===== config.mk =====
export PLATFORM = sky130hd
export DESIGN_NAME = dmem_load_extract
export DESIGN_NICKNAME = d
export VERILOG_FILES = /design/src/isa_pkg.sv /design/src/dmem_load_extract.sv
export SDC_FILE = /design/constraint.sdc
export NUM_CORES = 1
export LEC_CHECK = 0
export BUFFER_PORTS_ARGS = -buffer_cell sky130_fd_sc_hd__buf_2
export CAP_MARGIN = 20
export CORE_MARGIN = 2
export CORE_UTILIZATION = 43
export DETAILED_ROUTE_END_ITERATION = 6
export PLACE_DENSITY = 0.95
export SLEW_MARGIN = 40
export SYNTH_ARGS = -nofsm -noshare
export SYNTH_HDL_FRONTEND = slang
export SYNTH_SLANG_ARGS = --single-unit
export TNS_END_PERCENT = 50

===== constraint.sdc =====
create_clock -name vclk -period 1.77
set_input_delay 0.354 -clock vclk [all_inputs]
set_output_delay 0.354 -clock vclk [all_outputs]
set_load 0.005 [all_outputs]

===== src/isa_pkg.sv =====
/*
 * isa definitions shared by the load/store datapath:
 * machine word width, access widths and memory operations
 */
package isa_pkg;

    // machine word and address width
    localparam int XLEN = 64;

    // access width, encoded as log2 of the byte count
    typedef enum logic [1:0] {
        WIDTH_B = 2'd0,
        WIDTH_H = 2'd1,
        WIDTH_W = 2'd2,
        WIDTH_D = 2'd3
    } mem_width_e;

    // memory operation
    typedef enum logic {
        OP_LOAD  = 1'b0,
        OP_STORE = 1'b1
    } mem_op_e;

endpackage


===== src/dmem_load_extract.sv =====
/*
 * load lane selection, picks the addressed bytes out of the
 * read word and zero-extends them to XLEN
 */
`timescale 1ns/1ps

module dmem_load_extract (
    input  logic [isa_pkg::XLEN-1:0]    word,
    input  isa_pkg::mem_width_e         width,
    input  logic [2:0]                  offset,
    output logic [isa_pkg::XLEN-1:0]    data
);

    logic [isa_pkg::XLEN-1:0] shifted;

    // addressed lane moved down to bit 0
    assign shifted = word >> {offset, 3'b000};

    // keep only the access width, upper bits zero
    always_comb begin
        case (width)
            isa_pkg::WIDTH_B: begin
                data = isa_pkg::XLEN'(shifted[7:0]);
            end
            isa_pkg::WIDTH_H: begin
                data = isa_pkg::XLEN'(shifted[15:0]);
            end
            isa_pkg::WIDTH_W: begin
                data = isa_pkg::XLEN'(shifted[31:0]);
            end
            default: begin
                data = shifted;
            end
        endcase
    end

endmodule


Word level (Yosys, flattened, before mapping). Index checks and enable logic that the tools add are counted.

Bits in registers: 0. Bits of input ports: 69. Output and inout port bits: 64.

Muxes and demuxes: 1. Equality and inequality tests: 2. Reductions and logical operators: 1. Shifts and indexed selects: 1.

Operators with widths (number): $pmux W64 S3 (1); $shr A64 B6 Y64 (1); $eq A2 B1 Y1 const B (1); $eq A2 B2 Y1 const B (1); $logic_not A2 Y1 (1).

Logic depth before layout (Yosys ltp). Gate-level depths: netlist of the first run.

Depth in word-level cells: 2. Depth in mapped cells: 5. Gate-level depth less buffers: 3.

Worst setup path before layout of the first run. OpenSTA, ideal clock, no wires.

Path type: input to output. Start point: input offset[1]. End point: output data[17] (netlist name). Setup slack: 0.163 ns. Data required time: 1.416 ns. Arrival: 1.253 ns. Stages on the path: 5. Path buffers: 2. Cell sequence: buf_6 > buf_2 > mux2_2 > a22oi_1 > o31ai_1.

Word-level cells in the longest chain between the ends: 2.

Ends and longest elaborated chain: from (decl) (RTL line dmem_load_extract.sv:10) `input logic [2:0] offset,`; $shr A64 B6 Y64 (RTL line dmem_load_extract.sv:17) `assign shifted = word >> {offset, 3'b000};`; $pmux W64 S3 (RTL line dmem_load_extract.sv:21) `case (width)`; to (decl) (RTL line dmem_load_extract.sv:11) `output logic [isa_pkg::XLEN-1:0] data`.

No other way between the ends.

Worst setup path after layout of the first run.
Start point: input offset[1]. End point: output data[26] (netlist name).

The elaborated chain is that of the path after synthesis.

==> results of run 1 <==
[how the worst max path moves through the flow]
stage / slack, ns / cells past startpoint / endpoint
2_1_floorplan: 0.16 / 5 / data[17]
3_3_place_gp: -0.15 / 6 / data[31]
3_5_place_dp: -0.14 / 6 / data[31]
4_1_cts: -0.03 / 6 / data[26]
5_1_grt: -0.07 / 6 / data[26]
6_report: -0.04 / 6 / data[26]
[final cells by class]
type | count | share of cell area
Tap cell | 50 | 0.02070
Multi-Input combinational cell | 213 | 0.6238
Timing Repair Buffer | 170 | 0.3543
Inverter | 1 | 0.001242
[kinds of logic (layout without fill, tap and decap cells)]
group | after synthesis | in the layout | share of synthesized area
simple gates | 85 | 85 | 0.2424
mux | 72 | 72 | 0.4378
buf+inv | 24 | 171 | 0.09627
compound gates | 56 | 56 | 0.2235
[stage by stage]
| stage | instance area (sq um) | setup slack, ns | std cells | setup TNS (ns) |
|---|---|---|---|---|
| 2_1_floorplan | 1780 | 0.1626 | 237 | 0 |
| 3_3_place_gp | 2633 | -0.1483 | 430 | -2.318 |
| 3_5_place_dp | 2633 | -0.1446 | 430 | -3.292 |
| 4_1_cts | 2831 | -0.03149 | 432 | -0.1959 |
| 5_1_grt | 3023 | -0.06536 | 434 | -0.6063 |
| 6_report | 3023 | -0.03747 | 434 | -0.09847 |
[routing by layer]
metal	GRT usage	share of wire
met5	0	0
met4	0.1775	0.023
met3	0.04441	0.095
met2	0.5934	0.51
met1	0.3770	0.37
[worst min-delay path, cell delays in order]
cell	delay (ns)
sky130_fd_sc_hd__buf_2	0.11
sky130_fd_sc_hd__nand2_1	0.05
sky130_fd_sc_hd__nand2_1	0.05
sky130_fd_sc_hd__buf_2	0.10
[placed cells by master, fill, tap and decap left out, drive strengths merged, types with 2 or more instances in the layout]
| cell type | count |
|---|---|
| buf | 170 |
| mux2 | 44 |
| nor2 | 29 |
| mux2i | 28 |
| nand2 | 24 |
| o22ai | 20 |
| a22oi | 15 |
| nor2b | 13 |
| and2 | 8 |
| o221ai | 4 |
| o31ai | 4 |
| a221oi | 4 |
| o21ai | 4 |
| a211oi | 4 |
| or2 | 3 |
| and3b | 2 |
| nand2b | 2 |
[where the power goes]
group          internal [W]  leakage (nW)  switching [W]  total [W]
Sequential                0             0              0          0
Clock                     0             0              0          0
Combinational      0.000415          1.62       0.000389   0.000804
[what timing repair did]
| item | in CTS | in global routing |
|---|---|---|
| pin swaps | 12 | 11 |
| resized for setup | 35 | 40 |
| gates cloned | 2 | 0 |
| setup buffers | 0 | 2 |
| endpoints found under the setup margin | 53 | 47 |
==> flow_summary.json, run 1 <==
{
  "synthTopCellsByCount": "sky130_fd_sc_hd__mux2_2 (43), sky130_fd_sc_hd__nor2_1 (29), sky130_fd_sc_hd__mux2i_1 (28)",
  "routabilityCongestion": 0.8862,
  "die_width_um": 68.35,
  "areaGrowthSynthToFinish_pct": 69.78,
  "ys.warnings.count": 0,
  "drive_gt1_frac": 0.6589,
  "num_antenna_cells": 0,
  "timing.slew.headroom": 0.6511,
  "critical_path_buf_inv_count": 4,
  "ff_latch_area_sq_um": 0,
  "cellPowerDensity_nw_per_um2": 265.9,
  "totalWireLength_um": 8475,
  "yosysMostFrequentCell": "sky130_fd_sc_hd__mux2_2",
  "holdBufCountCts": 0,
  "grt_pass1_wl_um": 11810,
  "area_enclosed_by_the_die_boundary_sq_um": 4671,
  "detail-route-antenna-nets": 0,
  "routedWlPerCell_um": 19.53,
  "synth.top_cell.area_share": 0.2720,
  "timing.critical_path.cells": "buf_16 > buf_12 > mux2_4 > a222oi_1 > inv_1 > buf_2",
  "critPathRequiredTime_ns": 1.42,
  "finish.net_count": 455,
  "max_clock_freq_mhz": 553.3,
  "critical-path-top-delay-family": "buffers and inverters",
  "number_of_failing_setup_endpoints_in_the_final_timing_report": 3,
  "number_of_antenna_violations_at_the_first_check_in_global_routing": 0,
  "mappedNetlistArea_sq_um": 1780,
  "final_util": 0.7557,
  "power.total_w": 0.0008038,
  "hpwl_um": 5988,
  "cell_accounting_for_the_most_synthesized_area": "sky130_fd_sc_hd__mux2_2",
  "report.final.hold_viol_count": 0,
  "violated_checks": "setup timing",
  "floorplan.initialDensity": 0.4451,
  "grt_max_degree": 25,
  "unrepaired_setup_endpoints_after_global_routing": "yes",
  "via_per_inst": 6.189,
  "port-buffer-count": 133,
  "maxSlewViolCount": 0,
  "whs_ns": 1.016,
  "fillers": 294,
  "flops_and_latches": 0,
  "synth_area_per_cell_sq_um": 7.512,
  "fp.dieH_um": 68.35,
  "worst_setup_path_startpoint": "offset[1]",
  "vdd_drop_max_v": 0.0001489,
  "holdPathEnd": "data[24]",
  "max-cap-violations": 0,
  "ys_types": 30,
  "critPathCaptureType": "output port",
  "final.min_clock_period_ns": 1.807,
  "power.static_leakage_nw": 1.622,
  "pin_count": 133,
  "drc": 0,
  "biggest_area_contributors_in_the_synthesized_netlist": "sky130_fd_sc_hd__mux2_2 (27%), sky130_fd_sc_hd__mux2i_1 (16%), sky130_fd_sc_hd__o22ai_1 (7.0%)",
  "timing.hold.worst_path_depth": 4,
  "floorplan.core_area_sq_um": 4000,
  "core.rowCount": 23,
  "cp_slowest_stage_delay_ns": 0.32,
  "worst_slack_ns": -0.03747,
  "critical_setup_path_kind": "in -> out",
  "detail_route.iter0.violations": 226,
  "synthesis.nets": 306,
  "globalRouteTotalUtil": 0.3314,
  "tightest_slew_ns": 0.5228,
  "via_count": 2686,
  "multiInputGateArea_sq_um": 1886,
  "startpoint_class": "input port",
  "run_status": "finished with violations",
  "number_of_optimization_iterations_in_the_first_detailed_route_pass": 5,
  "critical_path_arrival_ns": 1.45,
  "first_global_vias": 2521,
  "num-clock-buffers": 0,
  "synth-seq-area-share": 0,
  "biggest_fanout_along_the_worst_timing_path": 8,
  "critPathSlowestCell": "sky130_fd_sc_hd__a222oi_1",
  "timing.hold.worst.class": "in -> out",
  "final_min_period_over_clock_period": 1.021,
  "hold_path.startpoint": "word[56]",
  "globalRouteOverflowTotal": 0,
  "post_synth_inst_count": 237
}
Power figures use the tool's default switching activity.
==> run 2, diff against run 1 <==
--- a/config.mk
+++ b/config.mk
@@ -11,6 +11,7 @@
 export CORE_UTILIZATION = 43
 export DETAILED_ROUTE_END_ITERATION = 6
 export PLACE_DENSITY = 0.95
+export SKIP_LAST_GASP = 1
 export SLEW_MARGIN = 40
 export SYNTH_ARGS = -nofsm -noshare
 export SYNTH_HDL_FRONTEND = slang
==> constraint.sdc (replaced) <==
create_clock -name vclk -period 2
set_input_delay 0.4 -clock vclk [all_inputs]
set_output_delay 0.4 -clock vclk [all_outputs]
set_load 0.005 [all_outputs]
==> run 2 against run 1 <==
Against the previous run:
- the flow now finishes without violations
- first-iteration DRC count grew 12%
- global-route usage shrank 4.9 points
- sequential cell count is the same
- final cell count decreased by 1.6%
- critical path type unchanged
- count of clock-buffer cells in the layout is the same
- setup slack better by 0.088 ns
- die area is the same
- critical path depth is the same
- final area down 11%
- routed wire length decreased by 11%
- non-clock buffer count is 7 lower
==> flow_summary.json, run 2 (synthesized netlist as in run 1, its figures left out) <==
{
  "run_status": "completed",
  "globalRouteOverflowTotal": 0,
  "timing.hold.worst_path_depth": 4,
  "fp.dieH_um": 68.35,
  "ff_latch_area_sq_um": 0,
  "die_width_um": 68.35,
  "num-clock-buffers": 0,
  "final_min_period_over_clock_period": 0.9749,
  "drive_gt1_frac": 0.5676,
  "num_antenna_cells": 0,
  "report.final.hold_viol_count": 0,
  "flops_and_latches": 0,
  "maxSlewViolCount": 0,
  "core.rowCount": 23,
  "floorplan.core_area_sq_um": 4000,
  "areaGrowthSynthToFinish_pct": 50.67,
  "number_of_antenna_violations_at_the_first_check_in_global_routing": 0,
  "hpwl_um": 5662,
  "power.static_leakage_nw": 1.443,
  "critical_setup_path_kind": "in -> out",
  "via_count": 2583,
  "routabilityCongestion": 0.8763,
  "layout.cells.most_common": "sky130_fd_sc_hd__buf_2",
  "critical_path_arrival_ns": 1.55,
  "grt_max_degree": 26,
  "floorplan.initialDensity": 0.4451,
  "biggest_fanout_along_the_worst_timing_path": 14,
  "timing.hold.worst.class": "in -> out",
  "via_per_inst": 6.049,
  "detail-route-antenna-nets": 0,
  "cellPowerDensity_nw_per_um2": 225.9,
  "globalRouteTotalUtil": 0.2824,
  "pin_count": 133,
  "vdd_drop_max_v": 0.0001097,
  "whs_ns": 1.108,
  "holdBufCountCts": 0,
  "port-buffer-count": 133,
  "totalWireLength_um": 7575,
  "area_enclosed_by_the_die_boundary_sq_um": 4671,
  "fin_tns_setup_ns": 0,
  "critPathCaptureType": "output port",
  "grt_pass1_wl_um": 10290,
  "routedWlPerCell_um": 17.74,
  "unrepaired_setup_endpoints_after_global_routing": "yes",
  "final_cell_mix": "sky130_fd_sc_hd__buf_2 (131), sky130_fd_sc_hd__mux2_2 (43), sky130_fd_sc_hd__nor2_1 (29)",
  "drc": 0,
  "number_of_failing_setup_endpoints_in_the_final_timing_report": 0,
  "final.min_clock_period_ns": 1.950,
  "max_clock_freq_mhz": 512.9,
  "first_global_vias": 2227,
  "timing.slew.headroom": 0.5945,
  "final_util": 0.6706,
  "number_of_optimization_iterations_in_the_first_detailed_route_pass": 5,
  "tightest_slew_ns": 0.6061,
  "finish.net_count": 448,
  "max-cap-violations": 0,
  "startpoint_class": "input port",
  "detail_route.iter0.violations": 254,
  "critPathRequiredTime_ns": 1.60
}
## run 2: final cells by class
type,count,area [sq um]
fillers,340,1318
inverters,1,3.754
multi-input cells,213,1627
well taps,50,62.56
repair buffers,163,989.7
## run 2: worst paths after layout
check | startpoint | end
min | word[56] | data[24]
max | offset[0] | data[18]
## run 2: layer usage
| layer | track usage | routed length [um] | up-vias |
|---|---|---|---|
| li1 | - | - | 1176 |
| met1 | 0.3467 | 2965 | 1181 |
| met2 | 0.5158 | 3708 | 197 |
| met3 | 0.02467 | 719 | 29 |
| met4 | 0.08500 | 182 | 0 |
| met5 | 0 | 0 | - |
## run 2: where the power goes
part,switching [W],internal (W),total (W)
clock,0,0,0
sequential,0,0,0
combinational,0.000297,0.000309,0.000606
## run 2: worst max-delay path, cell delays in order
cell and delay [ns]:
sky130_fd_sc_hd__clkbuf_4 0.21, sky130_fd_sc_hd__buf_4 0.19, sky130_fd_sc_hd__mux2_2 0.35, sky130_fd_sc_hd__a22oi_1 0.17
sky130_fd_sc_hd__nand2_1 0.10, sky130_fd_sc_hd__buf_2 0.13
## run 2: what timing repair did
action                     4_1_cts  5_1_grt
pin swaps                        0        1
gates resized for setup          1        5
setup buffers                    0        3
gates cloned                     0        3
setup endpoints to repair        8       16
## run 2: stage by stage
| stage | worst slack, ns | std cells | cell area [sq um] | total power, W |
|---|---|---|---|---|
| floorplan | 0.3006 | 237 | 1780 | 0.0003326 |
| global placement | -0.1001 | 421 | 2565 | 0.0005485 |
| detailed placement | -0.07961 | 421 | 2565 | 0.0005624 |
| CTS | 0.01474 | 421 | 2574 | 0.0005666 |
| global route | -0.01010 | 427 | 2683 | 0.0006500 |
| finish | 0.05016 | 427 | 2683 | 0.0006061 |
==> run 3, diff against run 2 <==
--- a/config.mk
+++ b/config.mk
@@ -7,7 +7,6 @@
 export LEC_CHECK = 0
 export BUFFER_PORTS_ARGS = -buffer_cell sky130_fd_sc_hd__buf_2
 export CAP_MARGIN = 20
-export CORE_MARGIN = 2
 export CORE_UTILIZATION = 43
 export DETAILED_ROUTE_END_ITERATION = 6
 export PLACE_DENSITY = 0.95
==> constraint.sdc (replaced) <==
create_clock -name vclk -period 2.1
set_input_delay 0.42 -clock vclk [all_inputs]
set_output_delay 0.42 -clock vclk [all_outputs]
set_load 0.005 [all_outputs]
==> run 3 against run 2 <==
Against the previous run:
- sequential cell count is the same
- core utilization shrank 3.2 points
- routed wire length shrank 7.7%
- die area shrank 5.8%
- count of clock-buffer cells in the layout is the same
- combinational power shrank 10%
- critical path depth is the same
- worst hold slack gained 0.031 ns
- via count shrank 5.1%
- non-clock buffer count shrank 9
- first-iteration DRC count shrank 25%
- critical path type unchanged
- critical endpoint is now data[12]
- highest routed layer unchanged
==> flow_summary.json, run 3 (synthesized netlist as in run 1, its figures left out) <==
{
  "startpoint_class": "input port",
  "routabilityCongestion": 0.8456,
  "drc": 0,
  "grt_pass1_wl_um": 10320,
  "critical_setup_path_kind": "in -> out",
  "detail-route-antenna-nets": 0,
  "unrepaired_setup_endpoints_after_global_routing": "yes",
  "num_antenna_cells": 0,
  "critical_path_arrival_ns": 1.62,
  "number_of_optimization_iterations_in_the_first_detailed_route_pass": 5,
  "drive_gt1_frac": 0.5543,
  "tightest_slew_ns": 0.6246,
  "num-clock-buffers": 0,
  "area_enclosed_by_the_die_boundary_sq_um": 4402,
  "pin_count": 133,
  "timing.critical_path.cells": "buf_2 > buf_12 > mux2_2 > o22ai_1 > a211oi_1 > buf_2",
  "finish.net_count": 439,
  "via_per_inst": 5.864,
  "final_min_period_over_clock_period": 0.9706,
  "hold_path.startpoint": "word[63]",
  "fillers": 379,
  "cellPowerDensity_nw_per_um2": 213.2,
  "routedWlPerCell_um": 16.72,
  "max-cap-violations": 0,
  "floorplan.initialDensity": 0.4451,
  "globalRouteTotalUtil": 0.2978,
  "maxSlewViolCount": 0,
  "biggest_fanout_along_the_worst_timing_path": 23,
  "fp.dieH_um": 66.35,
  "holdBufCountCts": 0,
  "layout.cells.most_common": "sky130_fd_sc_hd__buf_2",
  "number_of_failing_setup_endpoints_in_the_final_timing_report": 0,
  "hpwl_um": 5535,
  "final_util": 0.6384,
  "first_global_vias": 2233,
  "die_width_um": 66.35,
  "via_count": 2451,
  "final.min_clock_period_ns": 2.038,
  "detail_route.iter0.violations": 190,
  "report.final.hold_viol_count": 0,
  "worst_setup_path_startpoint": "offset[1]",
  "floorplan.core_area_sq_um": 4000,
  "final_cell_mix": "sky130_fd_sc_hd__buf_2 (132), sky130_fd_sc_hd__mux2_2 (43), sky130_fd_sc_hd__nor2_1 (29)",
  "core.rowCount": 23,
  "totalWireLength_um": 6989,
  "critPathRequiredTime_ns": 1.68,
  "port-buffer-count": 133,
  "globalRouteOverflowTotal": 0,
  "timing.slew.headroom": 0.5820,
  "critPathSlowestCell": "sky130_fd_sc_hd__mux2_2",
  "multiInputGateArea_sq_um": 1624,
  "vdd_drop_max_v": 0.00009990,
  "ff_latch_area_sq_um": 0,
  "cp_slowest_stage_delay_ns": 0.38,
  "worst_path_most_repeated_cell": "sky130_fd_sc_hd__buf_2",
  "number_of_antenna_violations_at_the_first_check_in_global_routing": 0,
  "grt_max_degree": 24,
  "areaGrowthSynthToFinish_pct": 43.43,
  "max_clock_freq_mhz": 490.6,
  "run_status": "completed",
  "whs_ns": 1.139,
  "power.static_leakage_nw": 1.375,
  "flops_and_latches": 0,
  "post_cts_buffers": 0,
  "timing.hold.worst.class": "in -> out",
  "critPathCaptureType": "output port"
}
-- run 3: cell types whose count changed in the layout (fill, tap and decap cells not counted), sizes merged --
cell | previous run | this run
clkbuf | 4 | 1
buf | 159 | 153
-- run 3: area by class of cell --
cell class / count / share of cell area
multi-input cells: 213 / 0.6360
repair buffers: 154 / 0.3381
well taps: 50 / 0.02450
inverters: 1 / 0.001470
-- run 3: final timing paths --
path / endpoint / cells past startpoint / slack, ns
max: data[12] / 6 / 0.06
min: data[31] / 4 / 1.14
-- run 3: timing repair --
item                                    CTS  global route
resized for setup                         0             2
endpoints found under the setup margin    0             8
endpoints found under the hold margin     0             0
-- run 3: routing by layer --
layer,up-vias,track usage,share of wire
met5,-,0,0
met4,0,0.05319,0.010
met3,10,0.03621,0.083
met2,146,0.5676,0.50
met1,1133,0.3518,0.40
li1,1162,-,-
-- run 3: report_power, final --
group,internal (W),switching [W],leakage [nW]
sequential,0,0,0
combinational,0.000274,0.000271,1.37
clock,0,0,0
-- run 3: worst max-delay path, delay by kind of cell --
kind / cells / cell delay, ns
buf+inv: 3 / 0.54
compound gates: 2 / 0.27
mux: 1 / 0.38
-- run 3: per-stage QoR --
step	setup WS [ns]	total power (W)	cells	instance area [sq um]	TNS, ns
after floorplan	0.3606	0.0003167	237	1780	0
after global placement	0.006671	0.0005209	418	2542	0
after detailed placement	0.05326	0.0005332	418	2542	0
after CTS	0.05218	0.0005352	418	2542	0
after global routing	-0.01162	0.0005877	418	2554	-0.01320
final	0.06182	0.0005445	418	2554	0
